<file path="src/rtl/manycore_pkg.sv">
/*
  packet field widths and encodings for the remote-memory endpoint
  opcodes and response types are 2 bits wide, matching the mesh packet format
  ret_type value 2'b11 is unused and never leaves the endpoint
*/

package manycore_pkg;

  // payload and routing fields
  localparam int data_width_c    = 32;
  localparam int x_cord_width_c  = 4;
  localparam int y_cord_width_c  = 4;
  localparam int reg_id_width_c  = 5;   // requester tag

  // request opcodes
  typedef enum logic [1:0] {
    op_store   = 2'b00,
    op_load    = 2'b01,
    op_amoadd  = 2'b10,   // returns old value
    op_amoswap = 2'b11    // returns old value
  } packet_op_e;

  // response types sent back to the requester
  typedef enum logic [1:0] {
    ret_credit = 2'b00,   // store acknowledge, no data
    ret_int    = 2'b01,   // carries a data word
    ret_err    = 2'b10    // misrouted or out of range
  } return_type_e;

endpackage

</file>
<file path="src/rtl/manycore_cfg_pkg.sv">
/*
  fixed tile geometry for this endpoint
  data memory depth must be a power of two
  request address is wider than the memory so bad addresses can be flagged
*/

package manycore_cfg_pkg;

  localparam int tile_x_c = 3;
  localparam int tile_y_c = 2;

  // data memory, in 32-bit words
  localparam int dmem_words_c      = 256;
  localparam int dmem_addr_width_c = $clog2(dmem_words_c);

  // word address as carried in the packet
  localparam int req_addr_width_c  = 12;

endpackage

</file>
<file path="src/rtl/packet_decode.sv">
/*
  first stage registers each request strobe and flags bad packets
  a packet is an error if it is not for this tile or its word address
  is past the end of data memory; only the low address bits go forward
  no back-pressure so a request may arrive every cycle
*/

`timescale 1ns/1ps

module packet_decode
  import manycore_pkg::*;
  import manycore_cfg_pkg::*;
(
  input  logic                         clk_i,
  input  logic                         rst_i,

  input  logic                         req_v_i,
  input  packet_op_e                   req_op_i,
  input  logic [req_addr_width_c-1:0]  req_addr_i,
  input  logic [data_width_c-1:0]      req_data_i,
  input  logic [reg_id_width_c-1:0]    req_reg_id_i,
  input  logic [x_cord_width_c-1:0]    req_src_x_i,
  input  logic [y_cord_width_c-1:0]    req_src_y_i,
  input  logic [x_cord_width_c-1:0]    req_dst_x_i,
  input  logic [y_cord_width_c-1:0]    req_dst_y_i,

  output logic                         d_v_o,
  output packet_op_e                   d_op_o,
  output logic                         d_err_o,
  output logic [dmem_addr_width_c-1:0] d_addr_o,
  output logic [data_width_c-1:0]      d_data_o,
  output logic [reg_id_width_c-1:0]    d_reg_id_o,
  output logic [x_cord_width_c-1:0]    d_src_x_o,
  output logic [y_cord_width_c-1:0]    d_src_y_o
);

  logic misrouted;
  logic out_of_range;
  logic req_err;

  assign misrouted    = (req_dst_x_i != x_cord_width_c'(tile_x_c))
                     || (req_dst_y_i != y_cord_width_c'(tile_y_c));
  assign out_of_range = (req_addr_i >= req_addr_width_c'(dmem_words_c));
  assign req_err      = misrouted || out_of_range;

  // valid bit
  always_ff @(posedge clk_i) begin
    if (rst_i) begin
      d_v_o <= 1'b0;
    end else begin
      d_v_o <= req_v_i;
    end
  end

  // payload captured every cycle
  always_ff @(posedge clk_i) begin
    d_op_o     <= req_op_i;
    d_err_o    <= req_err;
    d_addr_o   <= req_addr_i[dmem_addr_width_c-1:0];  // upper bits checked above
    d_data_o   <= req_data_i;
    d_reg_id_o <= req_reg_id_i;
    d_src_x_o  <= req_src_x_i;
    d_src_y_o  <= req_src_y_i;
  end

  // the loader must never send a strobe with an undriven opcode
  req_op_known_a: assert property (
    @(posedge clk_i) disable iff (rst_i)
    req_v_i |-> !$isunknown(req_op_i)
  ) else $error("packet_decode: valid request with unknown opcode");

endmodule

</file>
<file path="config.mk">
export PLATFORM = sky130hd
export DESIGN_NAME = packet_decode
export DESIGN_NICKNAME = d
export VERILOG_FILES = /design/src/rtl/manycore_pkg.sv /design/src/rtl/manycore_cfg_pkg.sv /design/src/rtl/packet_decode.sv
export SDC_FILE = /design/constraint.sdc
export NUM_CORES = 1
export LEC_CHECK = 0
export ABC_CLOCK_PERIOD_IN_PS = 1300
export BUFFER_PORTS_ARGS = -buffer_cell sky130_fd_sc_hd__clkbuf_2
export CAP_MARGIN = 20
export CORE_MARGIN = 5
export CORE_UTILIZATION = 35
export DETAILED_ROUTE_END_ITERATION = 8
export GPL_TIMING_DRIVEN = 0
export PLACE_DENSITY = 0.91
export SYNTH_ARGS = -nofsm -noshare
export SYNTH_HDL_FRONTEND = slang
export SYNTH_SLANG_ARGS = --single-unit
</file>
<file path="constraint.sdc">
create_clock -name clk_i -period 1.3 [get_ports clk_i]
set_input_delay 0.26 -clock clk_i [delete_from_list [all_inputs] [get_ports clk_i]]
set_output_delay 0.26 -clock clk_i [all_outputs]
set_load 0.02 [all_outputs]
</file>
==> results.ini <==
[power]
peakVddDrop_uv=808
p_leak_nw=1.30
p_comb_frac=0.140
p_clk_frac=0.289
p_int_mw=2.49
power.switching_mw=0.767
switching_share=0.235
seqPwrFrac=0.571
p_per_area_nw_per_um2=1290

[cells_and_area]
layout.cells.non_filler=302
fin_util=0.763
drive_gt1_frac=0.547
antenna_cells=0
final_nets=324
syn_to_final_growth_pct=112

[setup_path]
worst_setup_path_start_kind=flip-flop
cp.required_ns=1.04
critPathMaxStageDelay_ns=0.34
cp_slowest_cell=dfxtp_1
path_buf_inv=1
cp.arrival_ns=0.89
critical_path.top_delay_family=flip-flops
worstPathMaxFanout=1
path_class=flip-flop to output pin
cp-end-kind=output pin
crit_path_cell_trace=clkbuf_2

[global_route]
grt_max_degree=9
grt_overflow=0
grt.met2_usage=0.369
grt_pass1_vias=1441
busiest_layer=met2
met1_usage=0.140
grt_pass1_wl_mm=6.29
grt_util_met3=0.122
antenna_found_initial=0
grt_use_total=0.199

[floorplan]
die-width_um=68.4
io_pins=127
start_util=0.360
dieArea_um2=4670
die_h_um=68.4
core_um2=3310
rows=21

[sta]
rsz0062_at_grt=false
slew_violations=0
slew_headroom=0.829
final-setup-viol-count=0
worst_slack_ns=0.146
finalSetupTns_ns=0
timing.final.crit_share=0.887
final.min_clock_period_ns=1.15
hold_viol_final=0
fmax_mhz=867
worst_pin_slew_ns=0.254

[clocking]
cts.sinks=57
cts_root_buf=clkbuf_4
htree_levels=3
cts_hold_buffers=55
cts_resized=0
cts_setup_buffers=0
cts_tree=done
cts_made_buffers=9
cts_buffer_depth=2
clk_pin_slew_ns=0.08

[synthesis]
synth_top_cell_by_area=dfxtp_1
synthSimpleGateAreaFrac=0.0430
synth_area_per_cell_um2=19.2
postSynth.asyncResetShare=0
syn_inst=62
synth_cell_types=6
synthFlopType=dfxtp_1
synth_fa_ha_area_frac=0
synthesis.nets=132
synth_edf_count=0
synth_area_leaders=dfxtp_1 (96%), nor4b_2 (1.3%), and4bb_2 (1.0%)
synth_top_family_by_area=simple AND/OR/NAND/NOR gates
synth_top_area_share=0.957
synth_warnings=0
synthXorXnorAreaFrac=0
synthMostInstantiatedCell=dfxtp_1
synth-seq-area-share=0.957
synth_compound_area_frac=0
synthesis.area_um2=1190
yosys-mux-area-fraction=0
ys_ff_latch=57

[route]
drc=0
drtAntennaViolNets=0
viasPerCell=4.08
finalWirelength_mm=4.35
wire_per_inst_um=14.4
drtPass1Iterations=4
num_vias=1232
drtIter0Drc=39

[run]
cap_viol_max_count=0

[place]
hpwl_mm=2.54
place_ws_ns=0.421
place.gp.congestion=0.650
io_buffer_count=126
placed_cells=234

[min_path]
holdCritPathClass=input port to flip-flop

[status]
status=complete, no violations

==> power by group through the flow <==
| stage | clock [mW] | sequential [mW] | combinational, mW |
|---|---|---|---|
| after global placement | 0 | 1.90 | 0.311 |
| after floorplan | 0 | 2.02 | 0.00497 |
| after detailed placement | 0 | 1.90 | 0.318 |
| final | 0.942 | 1.86 | 0.455 |
| after global routing | 1.06 | 1.87 | 0.483 |
| after CTS | 0.980 | 1.86 | 0.447 |
==> flip-flops by register name, indices dropped and copies added, names as in the netlist <==
signal and cells:
d_data_o 32, d_addr_o 8, d_reg_id_o 5, d_src_x_o 4, d_src_y_o 4, d_op_o 2
d_err_o 1, d_v_o 1
==> worst paths after layout <==
path  depth (start not counted)  slack, ns      endpoint          from
min                           2       0.04         d_v_o         rst_i
max                           1       0.15  d_data_o[15]  d_data_o[15]
==> cell usage in the layout, fill, tap and decap left out, drive strengths merged <==
cell and n:
clkbuf 138, dfxtp 57, dlygate4sd3 55, nor4b 1, nor4 1, and4bb 1
nand3 1, nor2b 1, clkinv 1
==> cell type report <==
class,instances,area [um2]
timing repair buffer,181,1180
tap,46,57.6
sequential,57,1140
fill,210,786
multi-input combinational,5,51.3
clock buffer,12,88.8
clock inverter,1,5.00
==> kinds of logic after synthesis <==
logic type / Yosys count
flops: 57
simple gates: 5
==> through the flow <==
| stage | cell area (um2) | hold WS [ns] | power (mW) |
|---|---|---|---|
| floorplan | 1190 | 0.288 | 2.03 |
| global placement | 1880 | 0.362 | 2.21 |
| detailed placement | 1880 | 0.364 | 2.22 |
| CTS | 2520 | 0.0132 | 3.29 |
| global route | 2520 | 0.0128 | 3.42 |
| finish | 2520 | 0.0429 | 3.26 |
==> per-layer routing <==
metal	wire length, um	up-vias	part of all wire
met4	149	0	0.034
met1	1280	550	0.29
met3	506	18	0.12
met5	0	-	0
li1	-	580	-
met2	2420	84	0.56
Note: power is estimated with default switching activity, not from simulation.
