**config.mk**
```make
export PLATFORM = sky130hd
export DESIGN_NAME = response_result
export DESIGN_NICKNAME = d
export VERILOG_FILES = /design/src/rtl/manycore_pkg.sv /design/src/rtl/response_result.sv
export SDC_FILE = /design/constraint.sdc
export NUM_CORES = 1
export LEC_CHECK = 0
export BUFFER_PORTS_ARGS = -buffer_cell sky130_fd_sc_hd__buf_2
export CAP_MARGIN = 20
export CORE_ASPECT_RATIO = 1.2
export CORE_MARGIN = 4
export CORE_UTILIZATION = 38
export CTS_CLUSTER_SIZE = 28
export DETAILED_ROUTE_END_ITERATION = 10
export GPL_TIMING_DRIVEN = 0
export PLACE_DENSITY = 0.73
export RECOVER_POWER = 25
export SLEW_MARGIN = 0
export SYNTH_ARGS = -nofsm -noshare
export SYNTH_HDL_FRONTEND = slang
export SYNTH_SLANG_ARGS = --single-unit
```
**constraint.sdc**
```tcl
create_clock -name clk_i -period 0.9 [get_ports clk_i]
set_input_delay 0.09 -clock clk_i [delete_from_list [all_inputs] [get_ports clk_i]]
set_output_delay 0.09 -clock clk_i [all_outputs]
set_load 0.01 [all_outputs]
```
**src/rtl/manycore_pkg.sv**
```systemverilog
/*
  packet field widths and encodings for the remote-memory endpoint
  opcodes and response types are 2 bits wide, matching the mesh packet format
  ret_type value 2'b11 is unused and never leaves the endpoint
*/

package manycore_pkg;

  // payload and routing fields
  localparam int data_width_c    = 32;
  localparam int x_cord_width_c  = 4;
  localparam int y_cord_width_c  = 4;
  localparam int reg_id_width_c  = 5;   // requester tag

  // request opcodes
  typedef enum logic [1:0] {
    op_store   = 2'b00,
    op_load    = 2'b01,
    op_amoadd  = 2'b10,   // returns old value
    op_amoswap = 2'b11    // returns old value
  } packet_op_e;

  // response types sent back to the requester
  typedef enum logic [1:0] {
    ret_credit = 2'b00,   // store acknowledge, no data
    ret_int    = 2'b01,   // carries a data word
    ret_err    = 2'b10    // misrouted or out of range
  } return_type_e;

endpackage

```
**src/rtl/response_result.sv**
```systemverilog
/*
  third stage: builds the response packet for each executed request
  stores get a credit with zero data, errors get ret_err with zero data,
  loads and atomics return the old memory word
  response goes back to the request's source tile
*/

`timescale 1ns/1ps

module response_result
  import manycore_pkg::*;
(
  input  logic                      clk_i,
  input  logic                      rst_i,

  input  logic                      x_v_i,
  input  packet_op_e                x_op_i,
  input  logic                      x_err_i,
  input  logic [data_width_c-1:0]   x_rdata_i,
  input  logic [reg_id_width_c-1:0] x_reg_id_i,
  input  logic [x_cord_width_c-1:0] x_src_x_i,
  input  logic [y_cord_width_c-1:0] x_src_y_i,

  output logic                      resp_v_o,
  output return_type_e              resp_type_o,
  output logic [data_width_c-1:0]   resp_data_o,
  output logic [reg_id_width_c-1:0] resp_reg_id_o,
  output logic [x_cord_width_c-1:0] resp_dst_x_o,
  output logic [y_cord_width_c-1:0] resp_dst_y_o
);

  return_type_e            ret_type;
  logic [data_width_c-1:0] ret_data;

  always_comb begin
    if (x_err_i) begin
      ret_type = ret_err;
    end else if (x_op_i == op_store) begin
      ret_type = ret_credit;
    end else begin
      ret_type = ret_int;   // load, amoadd, amoswap
    end
  end

  assign ret_data = (ret_type == ret_int) ? x_rdata_i : '0;

  always_ff @(posedge clk_i) begin
    if (rst_i) begin
      resp_v_o <= 1'b0;
    end else begin
      resp_v_o <= x_v_i;
    end
  end

  always_ff @(posedge clk_i) begin
    resp_type_o   <= ret_type;
    resp_data_o   <= ret_data;
    resp_reg_id_o <= x_reg_id_i;
    resp_dst_x_o  <= x_src_x_i;   // reply to sender
    resp_dst_y_o  <= x_src_y_i;
  end

  // only the three defined response types may leave the tile
  resp_type_known_a: assert property (
    @(posedge clk_i) disable iff (rst_i)
    resp_v_o |-> (resp_type_o inside {ret_credit, ret_int, ret_err})
  ) else $error("response_result: response with unknown type");

endmodule

```
==> summary.txt, run 1 <==
Layout
  – Antenna cells: 0
  – Fill count: 181
  – Commonest non-fill, non-tap cell in the layout: buf_2
  – Final nets: 289
  – Commonest non-fill, non-tap cells in the layout: 72 x buf_2, 48 x dlygate4sd3_1, 29 x buf_6, 26 x dfxtp_2, 23 x and2_4
  – P&R area growth vs syn: 101.3%
  – Layout cells sized above 1: 67.36%

GRT
  – Remaining Overflow, GRT: 0
  – Pin count of the biggest net entering global routing: 16
  – Overall routing resource usage: 18.86%
  – Initial antenna violation count: 0
  – First-pass GRT wire length: 5878 µm
  – Vias in the first global route: 1327

Critical path
  – Setup crit start kind: flop
  – Delay-heaviest family, CP: flip-flops
  – WP buf/inv: 1
  – Worst path depth: 1
  – Crit-path cells: buf_2
  – End point of the critical path: resp_reg_id_o[1]
  – Worst path max stage delay: 0.35 ns
  – Critical Path Start: resp_reg_id_o[1]$_DFF_P_
  – WP data required: 0.81 ns
  – Slowest CP cell: dfxtp_1
  – Crit path kind: reg -> out
  – CP Max Fanout: 1
  – Critical Path End Type: primary output
  – Crit path DAT: 0.86 ns

Power and ir drop
  – Clock Power Share: 31.0%
  – Switching power: 940.8 µW
  – Worst vdd ir: 1.578 mV
  – Pwr dens: 1674 nW/µm²
  – Internal Power: 3.368 mW
  – Switching Share: 21.83%
  – Sequential power share: 53.3%
  – Leak: 1.270 nW
  – Combinational share of power: 15.7%

Clocking
  – Clock slew at reported path FFs: 0.14 ns
  – Post-CTS Setup Inserts: 0
  – Root Driver: clkbuf_4
  – Clock buffer count from CTS: 5
  – CTS tree: done
  – CTS H-tree depth: 2
  – Clk sinks: 48
  – Clk buf depth: 2

Timing
  – Tmin final: 0.9496 ns
  – Period utilisation layout: 105.5%
  – Fmax: 1053 MHz
  – RSZ-0062 raised after global routing: yes
  – Worst slew pin tran: 0.2648 ns
  – Fin. Hold Viols: 0
  – Worst setup margin: -0.04965 ns
  – Max_slew headroom: 82.35%
  – Setup-failing EPs final: 33
  – TNS Setup: -0.3985 ns
  – Pins Over Slew Limit: 0

Yosys
  – Syn Nets: 136
  – Syn Std Cell Area: 1279 µm²
  – Synth cell types: 7
  – Syn Inst Count: 85
  – Post-synthesis sequential area ratio: 75.15%
  – Post-Syn Area per Cell: 15.04 µm²
  – Ys Warns: 0
  – FF+latch count, synth: 48

Worst hold path
  – Hold Path Depth: 3
  – Hold path startpoint: x_err_i
  – Hold Path Class: in -> reg

Place
  – Final HPWL DP: 2149 µm
  – GPL Wtd Cong: 0.6982
  – Port Buffers: 98
  – Pre-CTS setup slack: 0.05716 ns

Drt
  – Detail Route Antenna Nets: 0
  – Iteration count of the initial detailed-routing pass: 4
  – Routed vias: 1193
  – DR DRC count: 0
  – Detailed Route WL: 4521 µm
  – DR vias/cell: 4.338
  – Routed WL per cell: 16.44 µm
  – DRT iter0 DRCs: 10

Run status
  – Violated checks: setup timing
  – Status: finished, violations left

Die
  – Row count: 22
  – Die Height: 71.55 µm
  – DIE AREA: 4361 µm²
  – Core Region: 3138 µm²
  – Die Width: 60.96 µm
  – Num ports: 99
  – Initial core utilization: 40.75%

Job
  – Max cap viols: 0
Yosys cell counts:
master    n  area share [%]
dfxtp_1  48              75
and2_4   23              16
and2_1    6             2.9
nor2b_1   1            0.49
o21ba_4   1             1.3
and2_2    3             1.8
buf_6     3             2.6
per-layer routing:
metal / global-route usage, % / vias up / wire length [µm]
met5: 0 / - / 0
met4: 9.639 / 0 / 231
met3: 8.649 / 19 / 428
met2: 36.15 / 74 / 2521
met1: 14.83 / 541 / 1339
li1: - / 559 / -
worst min-delay path by stage:
stage,end,slack (ns)
after floorplan,resp_dst_x_o[0]$_DFF_P_,0.12
after global placement,resp_dst_x_o[2]$_DFF_P_,0.19
after detailed placement,resp_reg_id_o[1]$_DFF_P_,0.19
after CTS,resp_data_o[0]$_SDFF_PP0_,0.13
after global routing,resp_type_o[0]$_DFF_P_,0.25
final,resp_type_o[0]$_DFF_P_,0.26
through the flow:
stage	hold WS (ns)	util (%)	cells	power, mW	cell area [µm²]
2_1_floorplan	0.1177	-	85	2.508	1279
3_3_place_gp	0.1928	57.82	219	2.729	1814
3_5_place_dp	0.1944	57.82	219	2.740	1814
4_1_cts	0.1300	76.48	275	4.212	2400
5_1_grt	0.2542	82.02	275	4.485	2574
6_report	0.2570	82.02	275	4.309	2574
registers in the layout (all words and copies together), names as in the netlist:
name and cells:
resp_dst_x_o 4, resp_reg_id_o 5, resp_dst_y_o 4, resp_type_o 2, resp_data_o 32, resp_v_o 1
power by group through the flow:
stage	clock network, mW	logic [mW]	registers [mW]
final	1.33	0.678	2.30
after global routing	1.45	0.729	2.31
after CTS	1.35	0.594	2.27
after detailed placement	0	0.428	2.31
after global placement	0	0.420	2.31
after floorplan	0	0.130	2.38
kinds of logic after synthesis:
| logic type | count (synthesis) | synth area share [%] |
|---|---|---|
| buffers and inverters | 3 | 2.642 |
| and+or+nand+nor | 33 | 20.94 |
| AOI/OAI and AO/OA | 1 | 1.272 |
| DFF | 48 | 75.15 |
repair_timing:
item                                    CTS  global route
endpoints found under the hold margin    47             0
cloned                                    0             0
hold buffers                             48             0
gates resized for setup                   4            49
endpoints found under the setup margin   46            48
layout make-up:
class / count / area [µm²] / share of cell area, %
clock buffer: 6 / 51.30 / 1.993
timing repair buffer: 146 / 1134 / 44.04
sequential: 48 / 993.5 / 38.60
multi-input combinational: 34 / 277.8 / 10.79
buffer: 3 / 33.78 / 1.313
tap: 36 / 45.04 / 1.750
clock inverter: 2 / 38.79 / 1.507
Note: power is estimated with default switching activity, not from simulation.
==> inputs of run 2 (changes only) <==
--- a/config.mk
+++ b/config.mk
@@ -10,11 +10,11 @@
 export CORE_ASPECT_RATIO = 1.2
 export CORE_MARGIN = 4
 export CORE_UTILIZATION = 38
-export CTS_CLUSTER_SIZE = 28
 export DETAILED_ROUTE_END_ITERATION = 10
 export GPL_TIMING_DRIVEN = 0
 export PLACE_DENSITY = 0.73
 export RECOVER_POWER = 25
+export SKIP_CTS_REPAIR_TIMING = 1
 export SLEW_MARGIN = 0
 export SYNTH_ARGS = -nofsm -noshare
 export SYNTH_HDL_FRONTEND = slang
==> summary.txt, run 2 (synthesis gave the netlist of run 1 again) <==
Power and ir drop
  – Switching power: 905.3 µW (-3.8%)
  – Sequential power share: 53.8% (+0.5 points)
  – Clock Power Share: 30.9% (about the same)
  – Internal Power: 3.349 mW (-0.57%)
  – Worst vdd ir: 1.833 mV (+16%)
  – Leak: 1.258 nW (-0.90%)
  – Combinational share of power: 15.3% (-0.4 points)
  – Switching Share: 21.28% (-0.55 points)
  – Pwr dens: 1682 nW/µm² (+0.49%)

Layout
  – P&R area growth vs syn: 97.75%
  – FF/Latch Area: 985.9 µm² (-0.76%)
  – Biggest register: resp_data_o
  – Antenna cells: 0 (unchanged)
  – Commonest non-fill, non-tap cell in the layout: buf_2
  – Final Instance Area: 2529 µm² (-1.7%)
  – Fill count: 185 (+2.2%)
  – Layout cells sized above 1: 64.85% (-2.5 points)
  – Max reg flops: 32 (unchanged)
  – Multi-input logic area: 277.8 µm² (unchanged)
  – Top Registers: resp_data_o (32), resp_reg_id_o (5)
  – Fin util: 80.58% (-1.4 points)
  – Final nets: 289 (unchanged)
  – Commonest non-fill, non-tap cells in the layout: 78 x buf_2, 48 x dlygate4sd3_1, 28 x dfxtp_1, 23 x buf_6, 23 x and2_4

Die
  – Initial core utilization: 40.75% (unchanged)
  – Die Height: 71.55 µm (unchanged)
  – DIE AREA: 4361 µm² (unchanged)
  – Die Width: 60.96 µm (unchanged)
  – Row count: 22 (unchanged)
  – Core Region: 3138 µm² (unchanged)
  – Num ports: 99 (unchanged)

Clocking
  – Clock buffer count from CTS: 5 (unchanged)
  – Clock slew at reported path FFs: 0.14 ns (about the same)
  – CTS H-tree depth: 2 (unchanged)
  – CTS tree: done
  – Root Driver: clkbuf_4
  – Clk sinks: 48 (unchanged)
  – Clk buf depth: 2 (unchanged)

Place
  – Port Buffers: 98 (unchanged)
  – GPL Wtd Cong: 0.6982 (unchanged)
  – DP Area: 1814 µm² (unchanged)
  – Final HPWL DP: 2149 µm (unchanged)

Drt
  – Detailed Route WL: 4087 µm (-9.6%)
  – Detail Route Antenna Nets: 0 (unchanged)
  – Iteration count of the initial detailed-routing pass: 4 (unchanged)
  – DR DRC count: 0 (unchanged)
  – DRT iter0 DRCs: 18 (+8)
  – Routed vias: 1162 (-2.6%)
  – DR vias/cell: 4.225 (-2.6%)
  – Routed WL per cell: 14.86 µm (-9.6%)

Critical path
  – Worst path max stage delay: 0.37 ns (+0.02 ns)
  – Slowest CP cell: dfxtp_1
  – Crit path DAT: 0.88 ns (+0.02 ns)
  – WP data required: 0.81 ns (about the same)
  – Delay-heaviest family, CP: flip-flops
  – Crit-path cells: buf_2
  – Critical Path End Type: primary output
  – CP Max Fanout: 1 (unchanged)
  – Setup crit start kind: flop
  – Crit path kind: reg -> out
  – WP buf/inv: 1 (unchanged)

Timing
  – Worst setup margin: -0.06536 ns (-0.01571 ns)
  – RSZ-0062 raised after global routing: yes
  – Tmin final: 0.9654 ns (+0.01571 ns)
  – Worst slew pin tran: 0.2617 ns (-0.003115 ns)
  – Setup-failing EPs final: 20 (-39%)
  – Fmax: 1036 MHz (-1.6%)
  – Max_slew headroom: 82.56% (+0.21 points)
  – Period utilisation layout: 107.3% (+1.7 points)
  – Fin. Hold Viols: 0 (unchanged)
  – Pins Over Slew Limit: 0 (unchanged)

GRT
  – Initial antenna violation count: 0 (unchanged)
  – First-pass GRT wire length: 3891 µm (-34%)
  – Pin count of the biggest net entering global routing: 16 (unchanged)
  – Remaining Overflow, GRT: 0 (unchanged)
  – Overall routing resource usage: 12.59% (-6.3 points)
  – Vias in the first global route: 918 (-31%)

Job
  – Max cap viols: 0 (unchanged)

Worst hold path
  – Hold Path Class: in -> reg

Run status
  – Violated checks: setup timing
  – Status: finished, violations left
==> run 2: cell counts in the layout (fill, tap and decap cells not counted) <==
Identical to the previous run, type by type.
==> run 2: final timing paths <==
kind	from	to	slack (ns)	cells after the start
worst max-delay path	resp_dst_x_o[0]$_DFF_P_	resp_dst_x_o[0]	-0.07	1
worst min-delay path	x_err_i	resp_type_o[0]$_DFF_P_	0.26	3
==> run 2: power by group through the flow <==
stage | Clock (mW) | Combinational, mW | Sequential [mW]
2_1_floorplan | 0 | 0.130 | 2.38
3_3_place_gp | 0 | 0.420 | 2.31
3_5_place_dp | 0 | 0.428 | 2.31
4_1_cts | 1.35 | 0.429 | 2.27
5_1_grt | 1.44 | 0.705 | 2.30
6_report | 1.31 | 0.652 | 2.29
==> run 2: final cells by class <==
type,instances,share of cell area [%]
clock buffers,6,2.029
flip-flops and latches,48,38.99
plain buffers,3,1.336
repair buffers,146,43.34
clock inverters,2,1.534
multi-input cells,34,10.98
well taps,36,1.781
==> run 2: layer usage <==
layer / GRT usage (%) / share of wire [%]
met1: 9.753 / 30
met2: 22.47 / 57
met3: 7.928 / 10
met4: 7.229 / 3.6
met5: 0 / 0
==> run 2: stage by stage <==
stage | cells | TNS (ns) | setup WS (ns) | hold WS, ns | power, mW
finish | 275 | -0.2686 | -0.06536 | 0.2610 | 4.254
global route | 275 | -2.353 | -0.1269 | 0.2620 | 4.442
CTS | 227 | -0.8744 | -0.03804 | -0.1956 | 4.045
detailed placement | 219 | 0 | 0.05716 | 0.1944 | 2.740
global placement | 219 | 0 | 0.06922 | 0.1928 | 2.729
floorplan | 85 | 0 | 0.2074 | 0.1177 | 2.508
==> inputs of run 3 (changes only) <==
--- a/config.mk
+++ b/config.mk
@@ -5,7 +5,7 @@
 export SDC_FILE = /design/constraint.sdc
 export NUM_CORES = 1
 export LEC_CHECK = 0
-export BUFFER_PORTS_ARGS = -buffer_cell sky130_fd_sc_hd__buf_2
+export BUFFER_PORTS_ARGS = -buffer_cell sky130_fd_sc_hd__buf_4
 export CAP_MARGIN = 20
 export CORE_ASPECT_RATIO = 1.2
 export CORE_MARGIN = 4
==> summary.txt, run 3 (synthesis gave the netlist of run 1 again) <==
Run status
  – Status: finished, violations left
  – Violated checks: setup timing

Power and ir drop
  – Switching power: 965.8 µW (+6.7%)
  – Leak: 1.345 nW (+6.9%)
  – Sequential power share: 51.3% (-2.5 points)
  – Tot Pwr: 4.533 mW (+6.6%)
  – Internal Power: 3.567 mW (+6.5%)
  – Combinational share of power: 18.1% (+2.8 points)
  – Pwr dens: 1581 nW/µm² (-6.0%)
  – Switching Share: 21.31% (+0.027 points)
  – Worst vdd ir: 1.569 mV (-14%)
  – Clock Power Share: 30.6% (-0.3 points)

Drt
  – Detailed Route WL: 5235 µm (+28%)
  – Routed vias: 1223 (+5.2%)
  – Iteration count of the initial detailed-routing pass: 4 (unchanged)
  – Routed WL per cell: 19.04 µm (+28%)
  – Detail Route Antenna Nets: 0 (unchanged)
  – DRT iter0 DRCs: 11 (-7)
  – DR DRC count: 0 (unchanged)
  – DR vias/cell: 4.447 (+5.2%)

Timing
  – Tmin final: 0.9250 ns (-0.04033 ns)
  – Setup-failing EPs final: 16 (-20%)
  – Worst slew pin tran: 0.4144 ns (+0.1527 ns)
  – Period utilisation layout: 102.8% (-4.5 points)
  – Pins Over Slew Limit: 0 (unchanged)
  – Fin. Hold Viols: 0 (unchanged)
  – Max_slew headroom: 72.37% (-10 points)
  – Worst setup margin: -0.02503 ns (+0.04033 ns)
  – Fmax: 1081 MHz (+4.4%)
  – RSZ-0062 raised after global routing: yes

Clocking
  – Clock slew at reported path FFs: 0.13 ns (about the same)
  – CTS H-tree depth: 2 (unchanged)
  – Clk sinks: 48 (unchanged)
  – Clock buffer count from CTS: 5 (unchanged)
  – Root Driver: clkbuf_4
  – Clk buf depth: 2 (unchanged)
  – CTS tree: done

Layout
  – Biggest register: resp_data_o
  – Max reg flops: 32 (unchanged)
  – Commonest non-fill, non-tap cell in the layout: buf_6
  – Commonest non-fill, non-tap cells in the layout: 50 x buf_6, 48 x dlygate4sd3_1, 48 x dfxtp_2, 39 x buf_4, 23 x and2_4
  – Top Registers: resp_data_o (32), resp_reg_id_o (5)
  – Final nets: 289 (unchanged)
  – Layout cells sized above 1: 76.57% (+12 points)
  – P&R area growth vs syn: 124.3%
  – Fin util: 91.39% (+11 points)
  – Fill count: 106 (-43%)
  – Antenna cells: 0 (unchanged)

Critical path
  – Crit path kind: reg -> out
  – Slowest CP cell: dfxtp_2
  – Delay-heaviest family, CP: flip-flops
  – Crit path DAT: 0.84 ns (-0.04 ns)
  – Setup crit start kind: flop
  – CP Max Fanout: 1 (unchanged)
  – Worst path max stage delay: 0.37 ns (about the same)
  – Critical Path End Type: primary output
  – WP buf/inv: 1 (unchanged)
  – Crit-path cells: buf_6
  – WP data required: 0.81 ns (about the same)

Worst hold path
  – Hold Path Class: in -> reg

GRT
  – Vias in the first global route: 975 (+6.2%)
  – Initial antenna violation count: 0 (unchanged)
  – Overall routing resource usage: 13.73% (+1.1 points)
  – First-pass GRT wire length: 4291 µm (+10%)
  – Remaining Overflow, GRT: 0 (unchanged)
  – Pin count of the biggest net entering global routing: 15 (-1)

Job
  – Max cap viols: 0 (unchanged)

Place
  – GPL Wtd Cong: 0.7427 (+6.4%)
  – Pre-CTS setup slack: 0.05222 ns (-0.004940 ns)
  – Final HPWL DP: 2409 µm (+12%)
  – Port Buffers: 98 (unchanged)

Die
  – DIE AREA: 4361 µm² (unchanged)
  – Core Region: 3138 µm² (unchanged)
  – Die Height: 71.55 µm (unchanged)
  – Num ports: 99 (unchanged)
  – Initial core utilization: 40.75% (unchanged)
  – Row count: 22 (unchanged)
  – Die Width: 60.96 µm (unchanged)
[run 3: routing by layer]
| layer | track usage [%] | up-vias | share of wire, % |
|---|---|---|---|
| li1 | - | 560 | - |
| met1 | 11.85 | 566 | 30 |
| met2 | 23.78 | 77 | 57 |
| met3 | 6.486 | 20 | 7.4 |
| met4 | 9.639 | 0 | 5.8 |
| met5 | 0 | - | 0 |
[run 3: final timing paths]
check                startpoint                        end  slack [ns]  cells past startpoint
min                   x_op_i[0]  resp_data_o[1]$_SDFF_PP0_        0.20                      3
max    resp_reg_id_o[4]$_DFF_P_           resp_reg_id_o[4]       -0.03                      1
[run 3: layout make-up]
type                    count  area, µm²  share of cell area (%)
repair buffers            146       1396                   48.69
multi-input cells          34      284.0                   9.904
flip-flops and latches     48       1021                   35.60
clock inverters             1      30.03                   1.047
well taps                  36      45.04                   1.571
clock buffers               7      65.06                   2.269
plain buffers               3      26.28                  0.9162
[run 3: power groups by stage]
stage	combinational, mW	clock [mW]	sequential, mW
final	0.822	1.39	2.33
after floorplan	0.130	0	2.38
after detailed placement	0.552	0	2.32
after global placement	0.542	0	2.32
after CTS	0.553	1.40	2.27
after global routing	0.866	1.50	2.33
[run 3: per-stage QoR]
stage	std cells	setup TNS (ns)	area, µm²	hold slack (ns)
4_1_cts	227	-0.6053	2155	-0.1839
5_1_grt	275	-1.638	2868	0.1873
2_1_floorplan	85	0	1279	0.1177
3_3_place_gp	219	0	2059	0.1948
3_5_place_dp	219	0	2059	0.1956
6_report	275	-0.09818	2868	0.1964
